### src/cc_cfg.svh
`ifndef CC_CFG_SVH
`define CC_CFG_SVH

// Datapath and id widths
`define CC_DATA_WIDTH 32
`define CC_ID_WIDTH 5

// Outstanding TCDM requests, and words backed by memory
`define CC_LSU_DEPTH 4
`define CC_MEM_WORDS 256

// 1 registers the path, 0 bypasses it
`define CC_REG_ACC_REQ 1
`define CC_REG_ACC_RESP 1
`define CC_REG_TCDM_REQ 0
`define CC_REG_TCDM_RESP 0

`endif

### src/cc_pkg.sv
`default_nettype none

`include "cc_cfg.svh"

package cc_pkg;

  typedef enum logic [2:0] {
    MUL   = 3'd0,
    MULH  = 3'd1,
    DIV   = 3'd2,
    REM   = 3'd3,
    LOAD  = 3'd4,
    STORE = 3'd5
  } op_e;

  typedef logic [`CC_DATA_WIDTH-1:0]   data_t;
  typedef logic [`CC_ID_WIDTH-1:0]     id_t;
  typedef logic [`CC_DATA_WIDTH/8-1:0] strb_t;

  // Operation as it enters the complex
  typedef struct packed {
    op_e   op;
    id_t   id;
    data_t arga;
    data_t argb;
  } op_req_t;

  // Offload path
  typedef struct packed {
    id_t   id;
    op_e   op;
    data_t arga;
    data_t argb;
  } acc_req_t;

  typedef struct packed {
    id_t   id;
    data_t data;
    logic  error;
  } acc_resp_t;

  // Memory path
  typedef struct packed {
    id_t   id;
    data_t addr;
    logic  write;
    data_t data;
    strb_t strb;
  } dreq_t;

  typedef struct packed {
    id_t   id;
    data_t data;
    logic  error;
  } dresp_t;

  typedef struct packed {
    id_t   id;
    data_t data;
    logic  error;
  } result_t;

endpackage

`default_nettype wire

### src/cc_dispatch.sv
`default_nettype none

module cc_dispatch (
  input  cc_pkg::op_req_t  op_i,
  input  logic             op_valid_i,
  output logic             op_ready_o,
  output cc_pkg::acc_req_t acc_req_o,
  output logic             acc_valid_o,
  input  logic             acc_ready_i,
  output cc_pkg::dreq_t    data_req_o,
  output logic             data_valid_o,
  input  logic             data_ready_i
);

  import cc_pkg::*;

  logic is_store;
  logic is_mem;

  assign is_store = op_i.op == STORE;
  assign is_mem   = is_store || (op_i.op == LOAD);

  // Exactly one path sees the operation
  assign acc_valid_o  = op_valid_i && !is_mem;
  assign data_valid_o = op_valid_i && is_mem;
  assign op_ready_o   = is_mem ? data_ready_i : acc_ready_i;

  assign acc_req_o.id   = op_i.id;
  assign acc_req_o.op   = op_i.op;
  assign acc_req_o.arga = op_i.arga;
  assign acc_req_o.argb = op_i.argb;

  // Byte address in arga, store data in argb
  assign data_req_o.id    = op_i.id;
  assign data_req_o.addr  = op_i.arga;
  assign data_req_o.write = is_store;
  assign data_req_o.data  = is_store ? op_i.argb : '0;
  assign data_req_o.strb  = {$bits(strb_t){is_store}};

endmodule

`default_nettype wire

### config.mk
export PLATFORM = sky130hd
export DESIGN_NAME = cc_dispatch
export DESIGN_NICKNAME = d
export VERILOG_FILES = /design/src/cc_pkg.sv /design/src/cc_dispatch.sv
export VERILOG_INCLUDE_DIRS = /design/src
export SDC_FILE = /design/constraint.sdc
export NUM_CORES = 1
export LEC_CHECK = 0
export ABC_AREA = 1
export BUFFER_PORTS_ARGS = -buffer_cell sky130_fd_sc_hd__buf_2
export CORE_AREA = 8 8 82 84
export DETAILED_ROUTE_END_ITERATION = 10
export DIE_AREA = 0 0 90 92
export MAX_ROUTING_LAYER = met4
export PLACE_DENSITY = 0.82
export SKIP_LAST_GASP = 1
export SLEW_MARGIN = 20
export SYNTH_ARGS = -nofsm -noshare
export SYNTH_HDL_FRONTEND = slang
export SYNTH_SLANG_ARGS = --single-unit
### constraint.sdc
create_clock -name vclk -period 2.45
set_clock_uncertainty 0.2 [all_clocks]
set_input_delay 0.245 -clock vclk [all_inputs]
set_output_delay 0.245 -clock vclk [all_outputs]
set_load 0.005 [all_outputs]
==> results.json <==
{
  "status": "complete, no violations",
  "drive_gt1_share_pct": 62.0,
  "finalSetupTns_ns": 0,
  "synth-compound-area-share_pct": 0.421,
  "cap_violations": 0,
  "timing.final.hold_violations": 0,
  "finalPower_mw": 0.124,
  "grt_use_met3_pct": 3.99,
  "seq_area_um2": 0,
  "yosys.area.top_type_share_pct": 72.0,
  "clkbuf_count": 0,
  "irDropWorstVdd_mv": 0.0391,
  "syn_nets": 266,
  "critPathCaptureType": "primary output",
  "timing.final.ws_setup_ns": 0.821,
  "worstSetupPathType": "in2out",
  "cts_resized": 0,
  "synth_cells": 191,
  "tightest_slew_ns": 0.391,
  "overflow": 0,
  "dp_slack_ns": 0.784,
  "synth_xor_area_share_pct": 0,
  "muxShareOfSynthArea_pct": 0,
  "initial_utilization_pct": 22.0,
  "routed_via_density": 3.42,
  "maxSlewViolCount": 0,
  "yosysTopAreaCell": "buf_4",
  "busiest_layer": "met2",
  "dp_hpwl_mm": 2.95,
  "synthAdderAreaFrac_pct": 0,
  "grt_util_all_layers_pct": 6.94,
  "max_freq_mhz": 614,
  "power.leakage_nw": 0.777,
  "placed_cells": 259,
  "met1_usage_pct": 5.17,
  "final_common_cell": "buf_2",
  "fin_util_pct": 17.7,
  "synth_top_family_by_area": "buffers and inverters",
  "gp_congestion": 0.849,
  "yosys.cell_types.count": 9,
  "cp.required_ns": 2.01,
  "antenna_found_initial": 0,
  "fin_crit_sh_pct": 66.5,
  "startpoint_type": "input port",
  "drt_iter0_markers": 4,
  "std_cell_rows": 27,
  "drcViolationCount": 0,
  "ys_seq_area_share_pct": 0,
  "finalInstanceArea_um2": 955,
  "final_cell_mix": "buf_2, inv_1, nor2_1",
  "arrival_ns": 1.18,
  "grt_max_degree": 34,
  "syn_area_per_cell_um2": 6.22,
  "grt_pass1_wl_mm": 4.87,
  "use_met2_pct": 12.1,
  "final_antenna_net_count": 0,
  "io_buffers": 113,
  "synth_warnings": 0,
  "rsz0062_at_grt": "false",
  "area_delta_synth_final_pct": -19.7,
  "vias": 887,
  "setup_viol": 0,
  "postCtsHoldBufs": 0,
  "fin_cells": 259,
  "die_x_um": 90,
  "critPathMaxFanout": 33,
  "maxSlewHeadroom_pct": 73.9,
  "hold_class": "in2out",
  "routedWlPerCell_um": 12.7,
  "yosys.area_share.simple_pct": 13.7,
  "io-pin-count": 224,
  "grt_pass1_vias": 928,
  "drtPass1Iterations": 3,
  "finalWirelength_mm": 3.30,
  "die_area_mm2": 0.00828,
  "nets": 264,
  "placed_area_um2": 955,
  "post-cts-setup-buffers": 0,
  "diodes": 0,
  "coreArea_mm2": 0.00541,
  "whs_ns": 0.290,
  "die_h_um": 92,
  "seq_cell_count": 0,
  "syn_area_mm2": 0.00119,
  "synth.area.top_cells": "buf_4, inv_1, nor2_1",
  "min_period_ns": 1.63,
  "powerDensity_mw_per_mm2": 130
}
[routing by layer]
layer / vias up / part of all wire (%)
met5: - / 0
met4: 0 / 7.3
met3: 45 / 16
met2: 77 / 47
met1: 345 / 29
li1: 420 / -
[worst max-delay path: stages]
cell and delay, ns:
buf_2 0.10, inv_1 0.13, nand3_4 0.32, inv_1 0.23
buf_2 0.14
[path summary, 6_finish.rpt]
kind	slack [ns]	start	endpoint	cells after the start
max	0.82	op_i[70]	data_req_o[0]	5
min	0.29	op_i[66]	acc_req_o[69]	0
[cells by family (layout without fill, tap and decap cells)]
kind of cell	count (synthesis)	count (layout)
AOI/OAI and AO/OA	1	1
buffers and inverters	152	148
and+or+nand+nor	38	38
[power breakdown]
part	internal, mW	leakage, nW	switching [mW]	total, mW
Combinational	0.0622	0.777	0.0620	0.124
Sequential	0	0	0	0
Clock	0	0	0	0
[cell usage after synthesis, drive strengths merged]
master,instances
a21oi,1
buf,117
inv,35
nand2,3
nand3,2
nor2,33
[area by class of cell]
type,count,area (µm²)
inverters,35,131
well taps,72,90.1
repair buffers,113,566
multi-input cells,39,168
fillers,630,4450
(Power assumes the default switching activity.)
