## src/cc_cfg.svh

```systemverilog
`ifndef CC_CFG_SVH
`define CC_CFG_SVH

// Datapath and id widths
`define CC_DATA_WIDTH 32
`define CC_ID_WIDTH 5

// Outstanding TCDM requests, and words backed by memory
`define CC_LSU_DEPTH 4
`define CC_MEM_WORDS 256

// 1 registers the path, 0 bypasses it
`define CC_REG_ACC_REQ 1
`define CC_REG_ACC_RESP 1
`define CC_REG_TCDM_REQ 0
`define CC_REG_TCDM_RESP 0

`endif

```

## src/cc_pkg.sv

```systemverilog
`default_nettype none

`include "cc_cfg.svh"

package cc_pkg;

  typedef enum logic [2:0] {
    MUL   = 3'd0,
    MULH  = 3'd1,
    DIV   = 3'd2,
    REM   = 3'd3,
    LOAD  = 3'd4,
    STORE = 3'd5
  } op_e;

  typedef logic [`CC_DATA_WIDTH-1:0]   data_t;
  typedef logic [`CC_ID_WIDTH-1:0]     id_t;
  typedef logic [`CC_DATA_WIDTH/8-1:0] strb_t;

  // Operation as it enters the complex
  typedef struct packed {
    op_e   op;
    id_t   id;
    data_t arga;
    data_t argb;
  } op_req_t;

  // Offload path
  typedef struct packed {
    id_t   id;
    op_e   op;
    data_t arga;
    data_t argb;
  } acc_req_t;

  typedef struct packed {
    id_t   id;
    data_t data;
    logic  error;
  } acc_resp_t;

  // Memory path
  typedef struct packed {
    id_t   id;
    data_t addr;
    logic  write;
    data_t data;
    strb_t strb;
  } dreq_t;

  typedef struct packed {
    id_t   id;
    data_t data;
    logic  error;
  } dresp_t;

  typedef struct packed {
    id_t   id;
    data_t data;
    logic  error;
  } result_t;

endpackage

`default_nettype wire

```

## src/cc_writeback.sv

```systemverilog
`default_nettype none

module cc_writeback (
  input  logic              clk_i,
  input  logic              rst_i,
  input  cc_pkg::acc_resp_t acc_resp_i,
  input  logic              acc_valid_i,
  output logic              acc_ready_o,
  input  cc_pkg::dresp_t    data_resp_i,
  input  logic              data_valid_i,
  output logic              data_ready_o,
  output cc_pkg::result_t   res_o,
  output logic              res_valid_o,
  input  logic              res_ready_i
);

  import cc_pkg::*;

  logic prio_q;  // set when the data path wins a tie
  logic lock_q, lock_sel_q;
  logic arb_data, sel_data;

  assign arb_data = data_valid_i && (!acc_valid_i || prio_q);

  // A stalled result keeps its source until taken
  assign sel_data = lock_q ? lock_sel_q : arb_data;

  assign res_valid_o  = acc_valid_i || data_valid_i;
  assign res_o.id     = sel_data ? data_resp_i.id : acc_resp_i.id;
  assign res_o.data   = sel_data ? data_resp_i.data : acc_resp_i.data;
  assign res_o.error  = sel_data ? data_resp_i.error : acc_resp_i.error;
  assign acc_ready_o  = res_ready_i && !sel_data;
  assign data_ready_o = res_ready_i && sel_data;

  always_ff @(posedge clk_i or posedge rst_i) begin
    if (rst_i) begin
      prio_q     <= 1'b0;
      lock_q     <= 1'b0;
      lock_sel_q <= 1'b0;
    end else begin
      lock_q     <= res_valid_o && !res_ready_i;
      lock_sel_q <= sel_data;
      if (res_valid_o && res_ready_i) begin
        prio_q <= !sel_data;
      end
    end
  end

endmodule

`default_nettype wire

```

## config.mk

```make
export PLATFORM = sky130hd
export DESIGN_NAME = cc_writeback
export DESIGN_NICKNAME = d
export VERILOG_FILES = /design/src/cc_pkg.sv /design/src/cc_writeback.sv
export VERILOG_INCLUDE_DIRS = /design/src
export SDC_FILE = /design/constraint.sdc
export NUM_CORES = 1
export LEC_CHECK = 0
export BUFFER_PORTS_ARGS = -buffer_cell sky130_fd_sc_hd__buf_4
export CORE_UTILIZATION = 27
export DETAILED_ROUTE_END_ITERATION = 6
export GPL_ROUTABILITY_DRIVEN = 0
export PLACE_DENSITY_LB_ADDON = 0.1
export SYNTH_ARGS = -nofsm -noshare
export SYNTH_HDL_FRONTEND = slang
export SYNTH_SLANG_ARGS = --single-unit
```

## constraint.sdc

```tcl
create_clock -name clk_i -period 4.8 [get_ports clk_i]
set_clock_uncertainty 0.1 [all_clocks]
set_input_delay 1.44 -clock clk_i [delete_from_list [all_inputs] [get_ports clk_i]]
set_output_delay 1.44 -clock clk_i [all_outputs]
set_load 0.03 [all_outputs]
```

==> metrics.yaml <==
track_usage: 0.1825
worstPathArrival_ns: 2.69
synth.avg_cell_area_um2: 10.89
start_kind: "primary input"
areaGrowthSynthToFinish_pct: 148.7
die_w_um: 50.38
htree_levels: 1
fmax_mhz: 236.2
drc_errors: 0
syn_inst: 58
grt_max_degree: 27
tns_ns: 0
ys_seq_area_frac: 0.1188
rr_startpoint: "lock_q"
synthSimpleGateAreaFrac: 0.07921
synth_xor_area_frac: 0
reg2reg_depth: 4
synthAdderAreaFrac: 0
yosysUniqueCellTypes: 12
setup_viol: 0
yosysWarnings: 0
hp-start: "prio_q"
io_buffers: 121
hpwl_um: 2213
grt_first_pass_wirelength_um: 3588
clkTransAtPathRegs_ns: 0.04
maxSlewViolCount: 0
clkSinkCount: 3
drtIter0Drc: 6
ys_ff_latch: 3
core.rowCount: 17
rsz0062_at_grt: "false"
synth_compound_area_frac: 0.04158
grt_pass1_vias: 906
dr.pass1.iters: 6
p_per_area_nw_per_um2: 210.8
clockBufferDepth: 2
final_nets: 263
num_vias: 945
hold_violations: 0
die_area_um2: 2538
hp-class: "reg -> reg"
min_period_ns: 4.235
syn_area_um2: 631.9
setup_slack_ns: 0.5655
critPathRequiredTime_ns: 3.26
finalCritPeriodShare: 0.8822
whs_path_depth: 2
initial_core_util: 0.2856
criticalPathCategory: "in -> out"
crit_path_max_fanout: 26
dp_slack_ns: 0.5599
synth.area.mux_share: 0.6772
antenna_found_initial: 0
tightestPinTransition_ns: 0.3106
io_pins: 122
die_y_um: 50.38
wl_per_cell_um: 12.08
cts_resized: 0
cts_tree: "built"
clock_latency_ns: 0.23
cts_setup_buffers: 0
reg2reg_to: "prio_q"
routed_wirelength_um: 2525
ff2ff_setup_slack_ns: 3.58
peakVddDrop_mv: 0.1500
drtAntennaViolNets: 0
synth_top_family_by_area: "multiplexers"
critPathCaptureType: "output port"
synth_nets: 139
final_layout_size_suffix_gt1_frac: 0.9227
cts_buffers: 3
p_leak_nw: 0.8276
max_cap_viol_count: 0
routed_via_density: 4.522
grt_overflow: 0
min_to: "prio_q"
slew_headroom: 0.7929
postCtsHoldBufs: 0
status: "complete, no violations"
coreArea_um2: 2212
diodes: 0
cts_root_buffer: "clkbuf_4"
==> placed cells by master, fill, tap and decap left out <==
cell type and count:
buf_4 123, mux2_2 38, clkbuf_4 3, dfrtp_1 3, nand2_1 2, o21ai_0 2
and2_1 2, inv_1 2, nor2b_4 1, nand2b_1 1, o21ai_4 1, or2_2 1
nor2_1 1, clkbuf_1 1
==> stage by stage <==
stage	area (um^2)	total power [W]	hold slack (ns)	cells	utilization
after CTS	1572	0.0003354	0.4399	209	0.7104
after global routing	1572	0.0003469	0.4550	209	0.7104
after global placement	1545	0.0002845	0.4337	205	0.6985
final	1572	0.0003313	0.4329	209	0.7104
after floorplan	631.9	0.0001847	0.4049	58	-
after detailed placement	1545	0.0002895	0.4289	205	0.6985
==> synthesized netlist by cell type <==
| library cell | instances | area (um^2) |
|---|---|---|
| and2_1 | 2 | 12.51 |
| buf_6 | 4 | 45.04 |
| dfrtp_1 | 3 | 75.07 |
| inv_1 | 2 | 7.510 |
| mux2_2 | 38 | 427.9 |
| nand2_1 | 2 | 7.510 |
| nand2b_1 | 1 | 6.260 |
| nor2_1 | 1 | 3.750 |
| nor2b_4 | 1 | 13.76 |
| o21ai_0 | 2 | 10.01 |
| o21ai_4 | 1 | 16.27 |
| or2_2 | 1 | 6.260 |
==> layer usage <==
layer  up-vias  track usage  part of all wire
li1        455            -                 -
met1       425       0.1525              0.29
met2        65       0.3933              0.60
met3         0      0.05152              0.12
met4         0      0.05556                 0
met5         -            0                 0
==> worst max path at each step <==
stage	endpoint	cells after the start	slack, ns	start
after floorplan	res_o[10]	4	0.89	acc_valid_i
after global placement	res_o[33]	6	0.59	acc_valid_i
after detailed placement	res_o[34]	6	0.56	acc_valid_i
after CTS	res_o[9]	6	0.56	acc_valid_i
after global routing	res_o[8]	6	0.49	acc_valid_i
final	res_o[34]	6	0.57	acc_valid_i
==> critical path, stage by stage <==
cell and delay [ns]:
buf_4 0.12, nor2b_4 0.12, o21ai_4 0.14, buf_4 0.32
mux2_2 0.38, buf_4 0.17
==> area by class of cell <==
| type | count | area [um^2] |
|---|---|---|
| well taps | 28 | 35.03 |
| multi-input cells | 49 | 504.2 |
| flip-flops and latches | 3 | 75.07 |
| inverters | 2 | 7.507 |
| fillers | 190 | 640.6 |
| repair buffers | 123 | 923.4 |
| clock buffers | 4 | 26.28 |
==> sequential cells by signal, summed over array words and instances (netlist names) <==
| register | count |
|---|---|
| lock_q | 1 |
| lock_sel_q | 1 |
| prio_q | 1 |
==> power by group <==
| group | switching (W) | internal [W] |
|---|---|---|
| Clock | 0.0000128 | 0.0000311 |
| Sequential | 0.00000185 | 0.0000283 |
| Combinational | 0.000127 | 0.000130 |
| Total | 0.000142 | 0.000189 |
==> logic make-up after synthesis <==
| logic type | Yosys count |
|---|---|
| DFF | 3 |
| and+or+nand+nor | 8 |
| AOI/OAI and AO/OA | 3 |
| buffers and inverters | 6 |
| muxes | 38 |
Note: power is estimated with default switching activity, not from simulation.
