===== src/cc_cfg.svh =====
`ifndef CC_CFG_SVH
`define CC_CFG_SVH

// Datapath and id widths
`define CC_DATA_WIDTH 32
`define CC_ID_WIDTH 5

// Outstanding TCDM requests, and words backed by memory
`define CC_LSU_DEPTH 4
`define CC_MEM_WORDS 256

// 1 registers the path, 0 bypasses it
`define CC_REG_ACC_REQ 1
`define CC_REG_ACC_RESP 1
`define CC_REG_TCDM_REQ 0
`define CC_REG_TCDM_RESP 0

`endif


===== src/cc_pkg.sv =====
`default_nettype none

`include "cc_cfg.svh"

package cc_pkg;

  typedef enum logic [2:0] {
    MUL   = 3'd0,
    MULH  = 3'd1,
    DIV   = 3'd2,
    REM   = 3'd3,
    LOAD  = 3'd4,
    STORE = 3'd5
  } op_e;

  typedef logic [`CC_DATA_WIDTH-1:0]   data_t;
  typedef logic [`CC_ID_WIDTH-1:0]     id_t;
  typedef logic [`CC_DATA_WIDTH/8-1:0] strb_t;

  // Operation as it enters the complex
  typedef struct packed {
    op_e   op;
    id_t   id;
    data_t arga;
    data_t argb;
  } op_req_t;

  // Offload path
  typedef struct packed {
    id_t   id;
    op_e   op;
    data_t arga;
    data_t argb;
  } acc_req_t;

  typedef struct packed {
    id_t   id;
    data_t data;
    logic  error;
  } acc_resp_t;

  // Memory path
  typedef struct packed {
    id_t   id;
    data_t addr;
    logic  write;
    data_t data;
    strb_t strb;
  } dreq_t;

  typedef struct packed {
    id_t   id;
    data_t data;
    logic  error;
  } dresp_t;

  typedef struct packed {
    id_t   id;
    data_t data;
    logic  error;
  } result_t;

endpackage

`default_nettype wire


===== src/cc_lsu.sv =====
`default_nettype none

`include "cc_cfg.svh"

module cc_lsu (
  input  logic                         clk_i,
  input  logic                         rst_i,
  input  cc_pkg::dreq_t                req_i,
  input  logic                         req_valid_i,
  output logic                         req_ready_o,
  output logic [`CC_DATA_WIDTH-1:0]    data_qaddr_o,
  output logic                         data_qwrite_o,
  output logic [`CC_DATA_WIDTH-1:0]    data_qdata_o,
  output logic [`CC_DATA_WIDTH/8-1:0]  data_qstrb_o,
  output logic                         data_qvalid_o,
  input  logic                         data_qready_i,
  input  logic [`CC_DATA_WIDTH-1:0]    data_pdata_i,
  input  logic                         data_perror_i,
  input  logic                         data_pvalid_i,
  output logic                         data_pready_o,
  output cc_pkg::dresp_t               resp_o,
  output logic                         resp_valid_o,
  input  logic                         resp_ready_i
);

  import cc_pkg::*;

  localparam int unsigned Depth = `CC_LSU_DEPTH;
  localparam int unsigned PtrW  = (Depth > 1) ? $clog2(Depth) : 1;

  id_t             id_mem [Depth];
  logic [PtrW-1:0] wr_ptr_q, rd_ptr_q;
  logic [PtrW:0]   count_q;
  logic            full, push, pop;

  // Request side, stalls once every slot holds an outstanding id
  assign full          = count_q == Depth;
  assign data_qvalid_o = req_valid_i && !full;
  assign req_ready_o   = data_qready_i && !full;
  assign data_qaddr_o  = req_i.addr;
  assign data_qwrite_o = req_i.write;
  assign data_qdata_o  = req_i.data;
  assign data_qstrb_o  = req_i.strb;

  // In-order responses take the oldest id
  assign resp_valid_o  = data_pvalid_i;
  assign data_pready_o = resp_ready_i;
  assign resp_o.id     = id_mem[rd_ptr_q];
  assign resp_o.data   = data_pdata_i;
  assign resp_o.error  = data_perror_i;

  assign push = data_qvalid_o && data_qready_i;
  assign pop  = resp_valid_o && resp_ready_i;

  always_ff @(posedge clk_i or posedge rst_i) begin
    if (rst_i) begin
      wr_ptr_q <= '0;
      rd_ptr_q <= '0;
      count_q  <= '0;
    end else begin
      if (push) begin
        wr_ptr_q <= (wr_ptr_q == PtrW'(Depth - 1)) ? '0 : wr_ptr_q + 1'b1;
      end
      if (pop) begin
        rd_ptr_q <= (rd_ptr_q == PtrW'(Depth - 1)) ? '0 : rd_ptr_q + 1'b1;
      end
      case ({push, pop})
        2'b10:   count_q <= count_q + 1'b1;
        2'b01:   count_q <= count_q - 1'b1;
        default: count_q <= count_q;
      endcase
    end
  end

  always_ff @(posedge clk_i) begin
    if (push) begin
      id_mem[wr_ptr_q] <= req_i.id;
    end
  end

endmodule

`default_nettype wire


===== config.mk =====
export PLATFORM = sky130hd
export DESIGN_NAME = cc_lsu
export DESIGN_NICKNAME = d
export VERILOG_FILES = /design/src/cc_pkg.sv /design/src/cc_lsu.sv
export VERILOG_INCLUDE_DIRS = /design/src
export SDC_FILE = /design/constraint.sdc
export NUM_CORES = 1
export LEC_CHECK = 0
export ABC_CLOCK_PERIOD_IN_PS = 2050
export BUFFER_PORTS_ARGS = -buffer_cell sky130_fd_sc_hd__buf_2
export CORE_AREA = 3 3 85 87
export CTS_CLUSTER_SIZE = 28
export DETAILED_ROUTE_END_ITERATION = 7
export DIE_AREA = 0 0 88 90
export PLACE_DENSITY = 0.72
export SETUP_SLACK_MARGIN = 0.3
export SLEW_MARGIN = 20
export SYNTH_ARGS = -nofsm -noshare
export SYNTH_HDL_FRONTEND = slang
export SYNTH_SLANG_ARGS = --single-unit

===== constraint.sdc =====
create_clock -name clk_i -period 2.05 [get_ports clk_i]
set_input_delay 0.1025 -clock clk_i [delete_from_list [all_inputs] [get_ports clk_i]]
set_output_delay 0.1025 -clock clk_i [all_outputs]
set_load 0.01 [all_outputs]

==> flow_metrics.tcl <==
set metrics [dict create \
    syn-num-nets 290 \
    grt_pass1_wl_mm 4.24 \
    dr.pass1.iters 3 \
    port_buffers 19 \
    die-height_microns 90 \
    synth_cells 170 \
    first_global_vias 813 \
    slew_violations 0 \
    cts.sinks 27 \
    outcome "complete, no violations" \
    internal_power_uw 1180 \
    die_x_microns 88 \
    p_seq_share_pct 48.3 \
    fillerInstances 658 \
    design_area_sq_um 1490 \
    syn_area_sq_um 1950 \
    antenna_cells 0 \
    rsz0062_at_grt "true" \
    drv_cap 0 \
    avgSynthCellArea_sq_um 11.5 \
    critPathMaxFanout 2 \
    drcViolationCount 0 \
    p_leak_uw 0.000582 \
    cts_root_buf "clkbuf_8" \
    cts_buffers 3 \
    cp-start-kind "flop" \
    synth_cell_types 23 \
    finalHoldViolCount 0 \
    finalCritPeriodShare_pct 85.4 \
    placementRows 29 \
    die-area_sq_um 7920 \
    grt_overflow_total 0 \
    power_frac_comb_pct 33.5 \
    wl_mm 2.80 \
    cp.arrival_ns 1.91 \
    ant_nets 0 \
    end_kind "flop" \
    final.setup.tns_ns 0 \
    via_per_inst 4.29 \
    detail_route.iter0.violations 11 \
    antenna_found_initial 0 \
    clkPwrFrac_pct 18.1 \
    dp_worst_setup_slack_ns 0.106 \
    worstPathRequired_ns 2.21 \
    dp_hpwl_mm 2.20 \
    clockBufferDepth 2 \
    peakVddDrop_mv 0.583 \
    slew-limit-headroom_pct 80.1 \
    vias 738 \
    final_nets 216 \
    wl_per_cell_microns 16.3 \
    switching_power_uw 518 \
    final_common_cell "edfxtp_1" \
    final_layout_size_suffix_gt1_share_pct 47.4 \
    core_sq_um 6420 \
    grt_max_degree 18 \
    period_needed_ns 1.75 \
    start_util_pct 30.4 \
    htree_levels 1 \
    final_cell_mix "edfxtp_1 (20), buf_2 (19), buf_4 (6)" \
    max_clock_freq_mhz 571 \
    place.gp.congestion 0.689 \
    setup_slack_ns 0.300 \
    tightest_slew_ns 0.299 \
    syn_to_final_growth_pct -23.6 \
    final_core_util_pct 23.2 \
    ios 224 \
    hold_class "in -> reg" \
    skew_ns 0.00181 \
    synth-seq-area-share_pct 39.7 \
    crit_type "reg -> reg" \
    powerDensity_nw_per_um2 1140 \
    swShare_pct 30.5 \
    ys_ff_latch 27 \
    clkTransAtPathRegs_ns 0.09 \
    yosys_warnings 0 \
    setup_viol 0 \
    clock_latency_ns 0.27 \
    grt_use_total_pct 6.99 \
    place_area_sq_um 1360 \
    cts_tree "built" \
]
timing repair:
action / CTS / global route
hold endpoints to repair: 7 / 0
hold buffers: 1 / 0
buffers inserted: 6 / 0
resized for setup: 6 / 2
setup endpoints to repair: 2 / 7
pin swaps: 3 / 5
layout make-up:
cell class                 instances  area (sq um)  share of cell area, %
sequential                        27           779                   52.3
multi-input combinational         33           397                   26.6
timing repair buffer              26           150                   10.1
tap                               77          96.3                   6.46
clock buffer                       3          41.3                   2.77
inverter                           5          18.8                   1.26
clock inverter                     1          8.76                  0.587
cell usage after synthesis (all sizes together):
library cell	count	area [sq um]
nor2b	1	6.26
ha	6	75.1
xnor2	2	17.5
mux4	5	113
nor2	2	10.0
xor2	1	8.76
dfrtp	7	175
edfxtp	20	601
nand2	2	7.51
fa	1	20.0
o41ai	1	8.76
inv	5	18.8
nor3b	1	18.8
nor3	1	5.00
a21o	1	7.51
and2	4	25.0
mux2	3	37.5
and2b	1	7.51
o21ai	1	5.00
buf	105	786
routing by layer:
metal	track usage (%)	vias up	part of all wire, %
met4	5.24	0	3.6
li1	-	298	-
met5	0	-	0
met3	3.11	20	13
met1	5.64	348	28
met2	12.6	72	55
flip-flops by register name (all words and copies together), names as in the netlist:
name and flops:
wr_ptr_q 2, rd_ptr_q 2, count_q 3, id_mem 20
metrics by stage:
step | instances | total power, uW | hold slack (ns)
after CTS | 172 | 1720 | 0.0350
after global placement | 161 | 1310 | 0.0531
after detailed placement | 161 | 1330 | 0.0525
after floorplan | 170 | 1370 | -0.0941
after global routing | 172 | 1810 | 0.0405
final | 172 | 1700 | 0.0409
power by group through the flow:
stage	combinational (uW)	clock [uW]	sequential, uW
3_5_place_dp	482	0	845
4_1_cts	584	314	826
6_report	570	308	821
5_1_grt	637	330	842
2_1_floorplan	578	0	790
3_3_place_gp	468	0	838
cells by family after synthesis:
logic type               share of synthesized area (%)
adder cells (fa/ha/maj)                           4.87
XOR/XNOR                                          1.35
multiplexers                                      7.69
buffers and inverters                             41.2
AO/OA/AOI/OAI                                     1.09
flip-flops                                        39.7
AND/OR/NAND/NOR                                   4.10
final timing paths:
path / start / end / slack [ns] / cells after the start
setup / recovery: count_q[1] / count_q[1] / 0.30 / 6
hold / removal: req_i[73] / id_mem[0][4] / 0.04 / 1
setup reg to reg: count_q[1] / count_q[1] / 0.30 / 6
hold reg to reg: wr_ptr_q[0] / wr_ptr_q[0] / 0.55 / 1
max in group asynchronous: rst_i / count_q[1] / 1.52 / 3
min in group asynchronous: rst_i / wr_ptr_q[1] / 0.31 / 3
critical path, cell delays in order (launching register included):
cell	delay (ns)
dfrtp_2	0.44
nor3b_4	0.27
nor2_4	0.05
inv_2	0.07
ha_4	0.13
fa_2	0.41
mux2_4	0.27
(Power assumes the default switching activity.)
