**src/spill_register.sv**
```systemverilog
`default_nettype none

module spill_register #(
  parameter type T      = logic,
  parameter bit  Bypass = 1'b0
) (
  input  logic clk_i,
  input  logic rst_i,
  input  logic valid_i,
  output logic ready_o,
  input  T     data_i,
  output logic valid_o,
  input  logic ready_i,
  output T     data_o
);

  if (Bypass) begin : gen_bypass
    assign valid_o = valid_i;
    assign ready_o = ready_i;
    assign data_o  = data_i;
  end else begin : gen_spill
    T     a_data_q, b_data_q;
    logic a_full_q, b_full_q;
    logic a_fill, a_drain, b_fill, b_drain;

    // Slot A takes new data, slot B catches it when the output stalls
    assign a_fill  = valid_i && ready_o;
    assign a_drain = a_full_q && !b_full_q;
    assign b_fill  = a_drain && !ready_i;
    assign b_drain = b_full_q && ready_i;

    always_ff @(posedge clk_i or posedge rst_i) begin
      if (rst_i) begin
        a_full_q <= 1'b0;
        b_full_q <= 1'b0;
      end else begin
        if (a_fill) begin
          a_full_q <= 1'b1;
        end else if (a_drain) begin
          a_full_q <= 1'b0;
        end
        if (b_fill) begin
          b_full_q <= 1'b1;
        end else if (b_drain) begin
          b_full_q <= 1'b0;
        end
      end
    end

    always_ff @(posedge clk_i) begin
      if (a_fill) begin
        a_data_q <= data_i;
      end
      if (b_fill) begin
        b_data_q <= a_data_q;
      end
    end

    // B always holds the older item
    assign ready_o = !a_full_q || !b_full_q;
    assign valid_o = a_full_q || b_full_q;
    assign data_o  = b_full_q ? b_data_q : a_data_q;
  end

endmodule

`default_nettype wire

```
**config.mk**
```make
export PLATFORM = sky130hd
export DESIGN_NAME = spill_register
export DESIGN_NICKNAME = d
export VERILOG_FILES = /design/src/spill_register.sv
export SDC_FILE = /design/constraint.sdc
export NUM_CORES = 1
export LEC_CHECK = 0
export BUFFER_PORTS_ARGS = -buffer_cell sky130_fd_sc_hd__buf_2
export CORE_AREA = 5 5 42 44
export DETAILED_ROUTE_END_ITERATION = 12
export DIE_AREA = 0 0 47 49
export SLEW_MARGIN = 20
export SYNTH_ARGS = -nofsm -noshare
export SYNTH_HDL_FRONTEND = slang
export SYNTH_SLANG_ARGS = --single-unit
export TNS_END_PERCENT = 5
```
**constraint.sdc**
```tcl
create_clock -name clk_i -period 2.5 [get_ports clk_i]
set_input_delay 0.375 -clock clk_i [delete_from_list [all_inputs] [get_ports clk_i]]
set_output_delay 0.375 -clock clk_i [all_outputs]
set_load 0.005 [all_outputs]
```
==> results.md, run 1 <==
- The setup slack after layout is 1.01 ns.
- The design draws 0.187 mW.
- The final route contains 136 vias.
- Ranked by total cell area, the synthesized netlist is headed by sky130_fd_sc_hd__edfxtp_1 35%, sky130_fd_sc_hd__dfrtp_1 29%, sky130_fd_sc_hd__mux2_4 8.7%.
- Prior to clock tree synthesis, the placed netlist has a worst setup slack of 1.23 ns.
- The initial cell density of the core is 12.3%.
- The critical-path cell with the highest stage delay is sky130_fd_sc_hd__dfrtp_1.
- The number of antenna violations at the first check in global routing is 0.
- The data arrival at the endpoint of the critical path is 1.12 ns.
- The number of nets in the synthesized netlist is 17.
- Leaving out fill and tap cells, the most frequent cells in the layout are 7 x sky130_fd_sc_hd__buf_2, 3 x sky130_fd_sc_hd__clkbuf_4, 2 x sky130_fd_sc_hd__edfxtp_1, 2 x sky130_fd_sc_hd__dfrtp_1.
- The post-route clock period utilization is 59.8%.
- Global routing finished with a remaining overflow of 0.
- The finished layout holds 40 standard cells, fillers aside.
- The tightest hold margin is 0.307 ns.
- Setup repair after global routing left no endpoint under its margin.
- The worst clock skew on the final layout is 0.00994 ns.
- Summed over its instances, the top area cell type makes up 34.8% of the synthesized netlist area.
- The number of clock sinks is 4.
- Buffers placed on the I/O ports in this run total 7.
- The combinational group share of total power is 10.0%.
- The later pin in the worst-skew pair is clocked with a latency of 0.24 ns.
- The overall routed net length is 341 um.
- The final layout contains 30 nets.
- After synthesis, flip-flops and latches occupy 63.8% of the total area.
- The remaining antenna violation count is 0.
- In this run, CTS created clock tree buffers numbering 3.
- The number of gates resized after cts is 0.
- The via count of the first global-routing pass is 146.
- The number of hold-slack violations in the final timing report is 0.
- After detailed routing, the number of remaining DRC violations is 0.
- The cell family contributing the most delay on the critical path is flip-flops.
- The number of levels in the clock H-tree is 1.
- The final number of max-transition violations is 0.
- The category of the worst setup path launch point is a flop.
- In this run, the number of DRC markers left after iteration 0 of detailed routing was 1.
- The die covers 2300 um^2.
- The die is 47 um wide.
- The chip height is 49 um.
- Post-CTS timing repair inserted 0 buffers for setup.
- The buffer depth of the longest clock path is 2.
- The Yosys warning count is 0.
- The leakage power total is 0.117 nW.
- In this run, synthesis produced a sequential element count of 4.
- The category of the critical setup timing path is flop to output port.
- The required time at the endpoint of the critical path is 2.12 ns.
- The final weighted congestion in routability-driven placement is 0.680.
- Summing all placed instances gives a cell area of 228 um^2.
- The clock share of power is 47.6%.
- The nature of the critical path endpoint is an output port.
- Setup violations remaining at the end of the flow were counted as 0.
- The switching component of the power is 0.0398 mW.
- The number of antenna diodes in the final layout is 0.
- The worst vdd rail ir drop is 0.208 mV.
- The routed length per placed instance is 8.53 um.
- The post-synthesis instance total is 12.
- The post-synthesis cell area is 173 um^2.
- Timing would allow up to 669 MHz.
- The share of total power dissipated in sequential elements is 42.4%.
- The post-route core utilization is 18.8%.
- The wire length of the first global-routing pass is 572 um.
- The worst min-delay path category is primary input to flop.
- The final instance area is 264 um^2.
- The number of placed instances, taps included, is 35.
- The switching power as a share of total power is 21.3%.
- The total area inside the core boundary comes to 1400 um^2.
- sky130_fd_sc_hd__edfxtp_1 takes more of the synthesized area than any other cell.
- The highest net fanout along the worst path is 7.
- The layout overhead on the synthesized area is 52.9%.
- Power spread over the standard cell area amounts to 708 nW/um^2.
- The flow ran to the end, and the final reports show no timing, DRC or antenna violations.
- The critical path goes through mux2_4, buf_2.
- TritonCTS built the clock tree.
- The internal portion of the total power is 0.147 mW.
- The register clock-pin slew on the reported worst setup and hold paths is 0.04 ns.
- The library cell used most frequently in the layout, excluding fill and tap cells, is sky130_fd_sc_hd__buf_2.
- For this run, the slowest stage of the critical path takes 0.45 ns.
- The final total negative setup slack is 0 ns.
- Global routing consumed, over all layers together, 3.75% of the routing resources.
- The hold buffer count at CTS is 1.
- Together, buffers and inverters on the worst path number 1.
- The tool flagged a number of max-cap violations equal to 0.
- Entering global routing, the biggest net connects 8 pins.
- The count of distinct cell types in the synthesized netlist is 10.
- The per-cell via count in the routed design is 3.40.
- The pre-antenna-repair detailed-routing pass consisted of 4 iterations.
- The buffer cell driving the clock tree root is sky130_fd_sc_hd__clkbuf_4.
- 8 I/O pins were placed.
- The relative slew slack is 85.8%.
- The average instance in the mapped netlist occupies 14.4 um^2.
- At the pin with the least slew margin, the transition time is 0.211 ns.
- For the finished layout, the period the worst path requires is 1.49 ns.
- In the final layout, the share of cells above drive strength 1 is 58.3%.
- The standard-cell row count is 14.
==> synthesized netlist by cell type (all sizes together) <==
| library cell | count |
|---|---|
| dfrtp | 2 |
| edfxtp | 2 |
| a21boi | 1 |
| a21o | 1 |
| inv | 1 |
| mux2 | 1 |
| nand2 | 1 |
| nor3b | 1 |
| o21ba | 1 |
| or2 | 1 |
==> cell type report <==
| type | instances | area [um^2] |
|---|---|---|
| fill | 163 | 1140 |
| sequential | 4 | 110 |
| multi-input combinational | 7 | 58.8 |
| timing repair buffer | 8 | 45.0 |
| clock buffer | 4 | 26.3 |
| tap | 16 | 20.0 |
| inverter | 1 | 3.75 |
==> sequential cells by signal, indices dropped and copies added, names as in the netlist <==
name                count
gen_spill.a_data_q      1
gen_spill.b_data_q      1
gen_spill.a_full_q      1
gen_spill.b_full_q      1
==> cells by family after synthesis <==
kind of cell | share of synthesized area (%)
flops | 63.8
compound gates | 15.2
mux | 8.69
simple gates | 10.1
buf+inv | 2.17
==> metal layers <==
metal  vias up  global-route usage (%)  part of all wire [%]  routed length (um)
li1         68                       -                     -                   -
met1        58                    4.91                    47                 159
met3         0                    4.06                    22                  74
met2        10                    3.17                    31                 107
met4         0                    2.76                     0                   0
met5         -                       0                     0                   0
==> power by group through the flow <==
stage	clock, mW	sequential, mW	combinational (mW)
6_report	0.0890	0.0793	0.0188
5_1_grt	0.0979	0.0803	0.0209
4_1_cts	0.0927	0.0793	0.0190
2_1_floorplan	0	0.0789	0.0100
3_5_place_dp	0	0.0803	0.0177
3_3_place_gp	0	0.0800	0.0174
==> path summary, 6_finish.rpt <==
| kind | from | endpoint | slack, ns | cells past startpoint |
|---|---|---|---|---|
| worst max-delay path | gen_spill.b_full_q | data_o | 1.01 | 2 |
| worst min-delay path | data_i | gen_spill.a_data_q | 0.31 | 1 |
| worst max register to register | gen_spill.b_full_q | gen_spill.a_data_q | 1.51 | 1 |
| worst min register to register | gen_spill.a_data_q | gen_spill.b_data_q | 0.45 | 0 |
| max in group asynchronous | rst_i | gen_spill.a_full_q | 1.85 | 3 |
| min in group asynchronous | rst_i | gen_spill.b_full_q | 0.54 | 3 |
No activity file was read; power rests on OpenSTA's default activity.
==> run 2, diff against run 1 <==
clock period = 1.5 ns   (was 2.5 ns; I/O delays follow)
==> run 2 against run 1 <==
  * Largest cell class unchanged
  * Clock power is 48% higher
  * Sequential power is 66% higher
  * Highest routed layer unchanged
  * Sequential cell count stayed put
  * Largest power group is now registers
==> results.md, run 2 (synthesis gave the netlist of run 1 again) <==
- The overall routed net length is 313 um (was 341 um).
- The total of fill cells in the finished design is 153 (was 163).
- The area taken by flip-flops and latches is 110 um^2 (unchanged).
- The data arrival at the endpoint of the critical path is 1.13 ns (was 1.12 ns).
- The number of setup violations in the final report was 0 (unchanged).
- The via count of the first global-routing pass was 139 (was 146).
- The highest net fanout along the worst path is 7 (unchanged).
- The critical path capture point was data_o (unchanged).
- The register clock-pin slew on the reported worst setup and hold paths is 0.04 ns (about the same).
- RSZ-0062 raised after global routing: no (unchanged).
- The initial cell density of the core is 12.3% (unchanged).
- The maximum achievable frequency is 739 MHz.
- The number of DRC violations after detailed-routing iteration 0 is 2 (was 1).
- The number of nets in the final layout was 30 (unchanged).
- The wire length of the first global-routing pass was 607 um (was 572 um).
- The relative slew slack is 85.0% (was 85.8%).
- The chip height was 49 um (unchanged).
- The capture instance of the worst register-to-register path is gen_spill.b_data_q (was gen_spill.a_data_q).
- The most frequent standard cell in the layout excluding fill and tap cells was sky130_fd_sc_hd__buf_2 (unchanged).
- The nature of the critical path endpoint is an output port (unchanged).
- The number of standard cells in the final layout excluding fillers was 39 (was 40).
- Status: finished, final reports clean (unchanged).
- The number of vias in the routed layout came to 120 (was 136).
- The maximum number of pins on one net before global-route repair came to 8 (unchanged).
- The worst vdd rail ir drop is 0.512 mV (was 0.208 mV).
- The number of DRC violations after detailed routing is 0 (unchanged).
- The number of levels in the clock H-tree is 1 (unchanged).
- The number of maximum-capacitance constraint violations is 0 (unchanged).
- The final total negative setup slack is 0 ns (unchanged).
- The number of inserted diodes is 0 (unchanged).
- The combinational group share of total power is 10.5% (was 10.0%).
- The final number of max-transition violations is 0 (unchanged).
- The buffer depth of the longest clock path is 2 (unchanged).
- The number of top-level pins is 8 (unchanged).
- The worst min-delay path category was primary input to flop (unchanged).
- The remaining antenna violation count was 0 (unchanged).
- The sequential power share is 44.9% (was 42.4%).
- The number of I/O port buffers is 7 (unchanged).
- The power consumption is 0.295 mW (was 0.187 mW).
- The post-place instance area was 228 um^2 (unchanged).
- The switching component of the power was 0.0600 mW (was 0.0398 mW).
- The number of cells after detailed placement is 35 (unchanged).
- The total overflow reported by the global router is 0 (unchanged).
- The final instance area was 260 um^2 (was 264 um^2).
- Commonest cells after routing, fill and taps aside: 7 x sky130_fd_sc_hd__buf_2, 3 x sky130_fd_sc_hd__clkbuf_4, 2 x sky130_fd_sc_hd__edfxtp_1, 2 x sky130_fd_sc_hd__dfrtp_1 (unchanged).
- The buffer cell driving the clock tree root was sky130_fd_sc_hd__clkbuf_4 (unchanged).
- The fraction of layout cells with a size suffix above 1 is 60.9% (was 58.3%).
- The category of the critical setup timing path is flop to output port (unchanged).
- The per-cell via count in the routed design is 3.08 (was 3.40).
- The area of the die is 2300 um^2 (unchanged).
- The slack of the worst reg-to-reg path is 0.49 ns (was 1.51 ns).
- The layout overhead on the synthesized area was 50.7% (was 52.9%).
- The leakage power total came to 0.115 nW (was 0.117 nW).
- The clock latency on the worst-skew pair is 0.23 ns (was 0.24 ns).
- The horizontal extent of the die is 47 um (unchanged).
- The length of the first detailed-routing pass in iterations is 2 (was 4).
- The number of antenna violations at the first check in global routing is 0 (unchanged).
- The number of gates resized after cts is 0 (unchanged).
- The number of stages on the worst hold path is 1 (unchanged).
- The tightest hold margin is 0.168 ns (was 0.307 ns).
- The clock share of power came to 44.6% (was 47.6%).
- The required time at the endpoint of the critical path is 1.27 ns (was 2.12 ns).
- The total core area was 1400 um^2 (unchanged).
- The post-route clock period utilization is 90.2%.
- The number of hold-slack violations in the final timing report is 0 (unchanged).
- The cell-internal power is 0.235 mW (was 0.147 mW).
- The CTS buffer count is 3 (unchanged).
- The transition time of the tightest slew-check pin is 0.225 ns (was 0.211 ns).
- The reg-to-reg critical path startpoint is gen_spill.b_full_q (unchanged).
- The buffer count from post-CTS setup fixing was 0 (unchanged).
- The total area of multi-input combinational cells is 58.8 um^2 (unchanged).
- The number of clock sinks is 4 (unchanged).
- The routed length per placed instance came to 8.03 um (was 8.53 um).
- The worst path in the final design needs a cycle of 1.35 ns, including I/O delays and setup.
- The ratio of total power to cell area is 1130 nW/um^2 (was 708 nW/um^2).
- The standard-cell row count was 14 (unchanged).
- The start point of the critical path is gen_spill.b_full_q (unchanged).
- The CTS tree is done (unchanged).
- The switching power as a share of total power is 20.4% (was 21.3%).
- The worst clock skew on the final layout is 0.00189 ns (was 0.00994 ns).
- The final weighted congestion in routability-driven placement is 0.689 (was 0.680).
- The depth of the worst register-to-register path was 1 (unchanged).
- The overall global routing resource usage is 4.31% (was 3.75%).
- The category of the worst setup path launch point is a flop (unchanged).
-- run 2: cell count changes in the layout (fill, tap and decap cells not counted) --
cell,previous run,this run
sky130_fd_sc_hd__clkbuf_1,1,0
-- run 2: metrics by stage --
step,setup slack (ns),util [%]
global placement,0.410,16.3
floorplan,0.555,-
global route,0.0578,18.6
CTS,0.132,18.6
finish,0.148,18.6
detailed placement,0.389,16.3
-- run 2: power by group through the flow --
stage          Sequential, mW  Clock, mW  Combinational, mW
2_1_floorplan           0.131          0             0.0167
3_3_place_gp            0.133          0             0.0290
3_5_place_dp            0.134          0             0.0292
4_1_cts                 0.132      0.138             0.0314
5_1_grt                 0.134      0.158             0.0345
6_report                0.132      0.132             0.0310
-- run 2: cell type report --
type                    count  share of cell area (%)
flip-flops and latches      4                    42.3
multi-input cells           7                    22.6
repair buffers              8                    17.3
clock buffers               3                    8.65
well taps                  16                    7.69
inverters                   1                    1.44
-- run 2: worst min-delay path by stage --
| stage | startpoint | slack [ns] | endpoint |
|---|---|---|---|
| floorplan | rst_i | -0.03 | gen_spill.a_full_q |
| global route | data_i | 0.14 | gen_spill.a_data_q |
| detailed placement | rst_i | 0.08 | gen_spill.a_full_q |
| CTS | data_i | 0.16 | gen_spill.a_data_q |
| global placement | rst_i | 0.08 | gen_spill.b_full_q |
| finish | data_i | 0.17 | gen_spill.a_data_q |
-- run 2: worst max-delay path, stage by stage (launching register included) --
cell                      delay (ns)
sky130_fd_sc_hd__dfrtp_1        0.45
sky130_fd_sc_hd__mux2_4         0.32
sky130_fd_sc_hd__buf_2          0.12
-- run 2: layer usage --
layer  vias to the layer above  global-route usage [%]  share of wire, %
met4                         0                    2.76                 0
met3                         0                    6.64                16
met1                        46                    5.35                63
met2                         8                    2.94                20
met5                         -                       0                 0
li1                         66                       -                 -
-- run 2: what timing repair did --
action | 4_1_cts | 5_1_grt
hold buffers | 1 | 0
endpoints found under the hold margin | 2 | 0
setup endpoints to repair | 0 | 0
==> run 3, diff against run 2 <==
ABC_AREA = 1   (was default)
==> run 3 against run 2 <==
  * Utilization shrank 0.62 points
  * Global-route usage shrank 0.21 points
  * Sequential cell count is the same
  * Hold slack lost 0.0010 ns
  * Sequential share of layout area grew 1.5 points
  * Critical path depth grew 1
  * Setup slack gained 0.19 ns
  * Clock-buffer cell count is the same
  * Final cell count grew 15%
==> results.md, run 3 <==
- Status: finished, final reports clean (unchanged).
- The post-synthesis instance total is 18 (was 12).
- The average cell area after synthesis is 9.11 um^2 (was 14.4 um^2).
- Among all cell types in the netlist, the one instantiated most often is sky130_fd_sc_hd__nand2_1.
- The proportion of synthesized chip area in sequential cells came to 67.2% (was 63.8%).
- The overall routed net length is 331 um (was 313 um).
- The post-route clock period utilization is 77.8% (was 90.2%).
- The number of nets in the final layout was 36 (was 30).
- The per-cell via count in the routed design is 2.91 (was 3.08).
- The number of I/O port buffers is 7 (unchanged).
- The remaining antenna violation count came to 0 (unchanged).
- The overall global routing resource usage is 4.10% (was 4.31%).
- The number of clock sinks is 4 (unchanged).
- The total overflow reported by the global router came to 0 (unchanged).
- The share of synthesized flip-flops with an asynchronous set or reset was 50.0% (unchanged).
- The number of maximum-capacitance constraint violations is 0 (unchanged).
- The number of nets in the synthesized netlist came to 23 (was 17).
- The worst vdd rail ir drop is 0.319 mV (was 0.512 mV).
- The maximum number of pins on one net before global-route repair is 6 (was 8).
- The worst setup timing slack at the placement stage was 0.560 ns (was 0.389 ns).
- The HPWL reported at the end of detailed placement is 274 um.
- The slack of the worst reg-to-reg path is 0.56 ns (was 0.49 ns).
- Most frequent cells after synthesis: 6 x sky130_fd_sc_hd__nand2_1, 4 x sky130_fd_sc_hd__inv_1, 3 x sky130_fd_sc_hd__nor2_1 (was 2 x sky130_fd_sc_hd__dfrtp_1, 2 x sky130_fd_sc_hd__edfxtp_1).
- The number of antenna violations at the first check in global routing came to 0 (unchanged).
- The category of the worst setup path launch point was a flop (unchanged).
- Commonest cells after routing, fill and taps aside: 7 x sky130_fd_sc_hd__buf_2, 6 x sky130_fd_sc_hd__nand2_1, 4 x sky130_fd_sc_hd__inv_1, 3 x sky130_fd_sc_hd__nor2_1, 3 x sky130_fd_sc_hd__clkbuf_4 (was 7 x sky130_fd_sc_hd__buf_2, 3 x sky130_fd_sc_hd__clkbuf_4, 2 x sky130_fd_sc_hd__edfxtp_1, 2 x sky130_fd_sc_hd__dfrtp_1).
- The final number of max-transition violations is 0 (unchanged).
- The Yosys warning count is 0 (unchanged).
- The number of DRC violations after detailed routing is 0 (unchanged).
- The wire length of the first global-routing pass is 586 um (was 607 um).
- The CTS tree is done (unchanged).
- The area of the die is 2300 um^2 (unchanged).
- The number of storage elements in the synthesis netlist is 4 (unchanged).
- The count of distinct cell types in the synthesized netlist is 6 (was 10).
- The horizontal extent of the die was 47 um (unchanged).
- The relative slew slack came to 90.6% (was 85.0%).
- The final total negative setup slack is 0 ns (unchanged).
- The buffer depth of the longest clock path is 2 (unchanged).
- The top-area cell type share of the netlist area was 36.6% (was 34.8%).
- The standard-cell row count is 14 (unchanged).
- The number of inserted diodes came to 0 (unchanged).
- The leading register cell type out of synthesis is sky130_fd_sc_hd__edfxtp_1 (unchanged).
- The total of fill cells in the finished design is 164 (was 153).
- The number of synthesized flops with an enable pin came to 2 (unchanged).
- The length of the first detailed-routing pass in iterations came to 1 (was 2).
- The worst min-delay path category is primary input to flop (unchanged).
- The routed length per placed instance is 7.36 um (was 8.03 um).
- The initial cell density of the core came to 11.7% (was 12.3%).
- The post-synthesis cell area is 164 um^2 (was 173 um^2).
- The clock latency on the worst-skew pair is 0.23 ns (about the same).
- The number of DRC violations after detailed-routing iteration 0 is 0 (was 2).
- The total core area is 1400 um^2 (unchanged).
- The CTS buffer count is 3 (unchanged).
- The number of top-level pins is 8 (unchanged).
- The most area-hungry cell type in the Yosys netlist is sky130_fd_sc_hd__edfxtp_1 (unchanged).
- The maximum achievable frequency is 857 MHz (was 739 MHz).
- The leakage power total is 0.128 nW (was 0.115 nW).
- The worst clock skew on the final layout is 0.00150 ns (was 0.00189 ns).
- The highest net fanout along the worst path is 5 (was 7).
- The category of the critical setup timing path is flop to output port (unchanged).
- The setup slack after layout is 0.333 ns (was 0.148 ns).
- The post-route minimum period is 1.17 ns (was 1.35 ns).
- The most frequent standard cell in the layout excluding fill and tap cells is sky130_fd_sc_hd__buf_2 (unchanged).
- The power consumption was 0.291 mW (was 0.295 mW).
- The ratio of total power to cell area was 1160 nW/um^2 (was 1130 nW/um^2).
- The chip height is 49 um (unchanged).
- The fraction of layout cells with a size suffix above 1 is 34.5% (was 60.9%).
- Synth area leaders: sky130_fd_sc_hd__edfxtp_1 37%, sky130_fd_sc_hd__dfrtp_1 31%, sky130_fd_sc_hd__nand2_1 14% (was sky130_fd_sc_hd__edfxtp_1 35%, sky130_fd_sc_hd__dfrtp_1 29%, sky130_fd_sc_hd__mux2_4 8.7%).
- The number of setup violations in the final report is 0 (unchanged).
- The number of hold-slack violations in the final timing report is 0 (unchanged).
- The data arrival at the endpoint of the critical path is 0.94 ns (was 1.13 ns).
- The final weighted congestion in routability-driven placement was 0.661 (was 0.689).
- RSZ-0062 raised after global routing: no (unchanged).
- The layout overhead on the synthesized area is 53.4% (was 50.7%).
- The required time at the endpoint of the critical path is 1.27 ns (about the same).
- The via count of the first global-routing pass is 131 (was 139).
- The number of vias in the routed layout is 131 (was 120).
- The register clock-pin slew on the reported worst setup and hold paths came to 0.04 ns (about the same).
- The tightest hold margin is 0.167 ns (was 0.168 ns).
- The number of levels in the clock H-tree is 1 (unchanged).
- The buffer cell driving the clock tree root was sky130_fd_sc_hd__clkbuf_4 (unchanged).
- The nature of the critical path endpoint is an output port (unchanged).
- The transition time of the tightest slew-check pin is 0.142 ns (was 0.225 ns).
## run 3: power breakdown
part | switching, mW | leakage [nW] | internal, mW
sequential | 0.00539 | 0.0421 | 0.124
combinational | 0.0145 | 0.0720 | 0.0150
clock | 0.0421 | 0.0138 | 0.0894
total | 0.0619 | 0.128 | 0.229
## run 3: logic make-up after synthesis
kind of cell | after synthesis | share of synthesized area [%]
simple gates | 9 | 20.6
buf+inv | 4 | 9.16
flops | 4 | 67.2
compound gates | 1 | 3.05
## run 3: per-layer routing
layer	track usage [%]	part of all wire, %	vias to the layer above	routed length (um)
met4	2.76	0	0	0
met5	0	0	-	0
met2	2.26	23	8	75
li1	-	-	77	-
met3	5.90	18	0	58
met1	5.80	59	46	196
## run 3: layout make-up
class / count / area (um^2) / share of cell area (%)
sequential: 4 / 110 / 43.8
timing repair buffer: 8 / 45.0 / 17.9
multi-input combinational: 10 / 38.8 / 15.4
clock buffer: 3 / 22.5 / 8.96
tap: 16 / 20.0 / 7.96
inverter: 4 / 15.0 / 5.97
## run 3: repair_timing
action	4_1_cts	5_1_grt
resized for setup	0	0
endpoints found under the hold margin	2	0
buffers inserted	0	0
setup endpoints to repair	0	0
hold buffers	1	0
## run 3: worst paths after layout
| path | from | end | cells past startpoint |
|---|---|---|---|
| max | gen_spill.b_full_q | valid_o | 3 |
| min | ready_i | gen_spill.b_full_q | 2 |
| max reg2reg | gen_spill.b_full_q | gen_spill.b_data_q | 3 |
| min reg2reg | gen_spill.a_data_q | gen_spill.b_data_q | 0 |
| max in group asynchronous | rst_i | gen_spill.a_full_q | 3 |
| min in group asynchronous | rst_i | gen_spill.b_full_q | 3 |
## run 3: through the flow
stage	util, %	area (um^2)	std cells
finish	17.9	251	45
global route	17.9	251	45
CTS	17.9	251	45
detailed placement	15.6	219	41
global placement	15.6	219	41
floorplan	-	164	18
## run 3: worst max-delay path, stage by stage (launching register included)
cell	delay [ns]
sky130_fd_sc_hd__dfrtp_1	0.41
sky130_fd_sc_hd__nor2_1	0.14
sky130_fd_sc_hd__inv_1	0.05
sky130_fd_sc_hd__buf_2	0.12
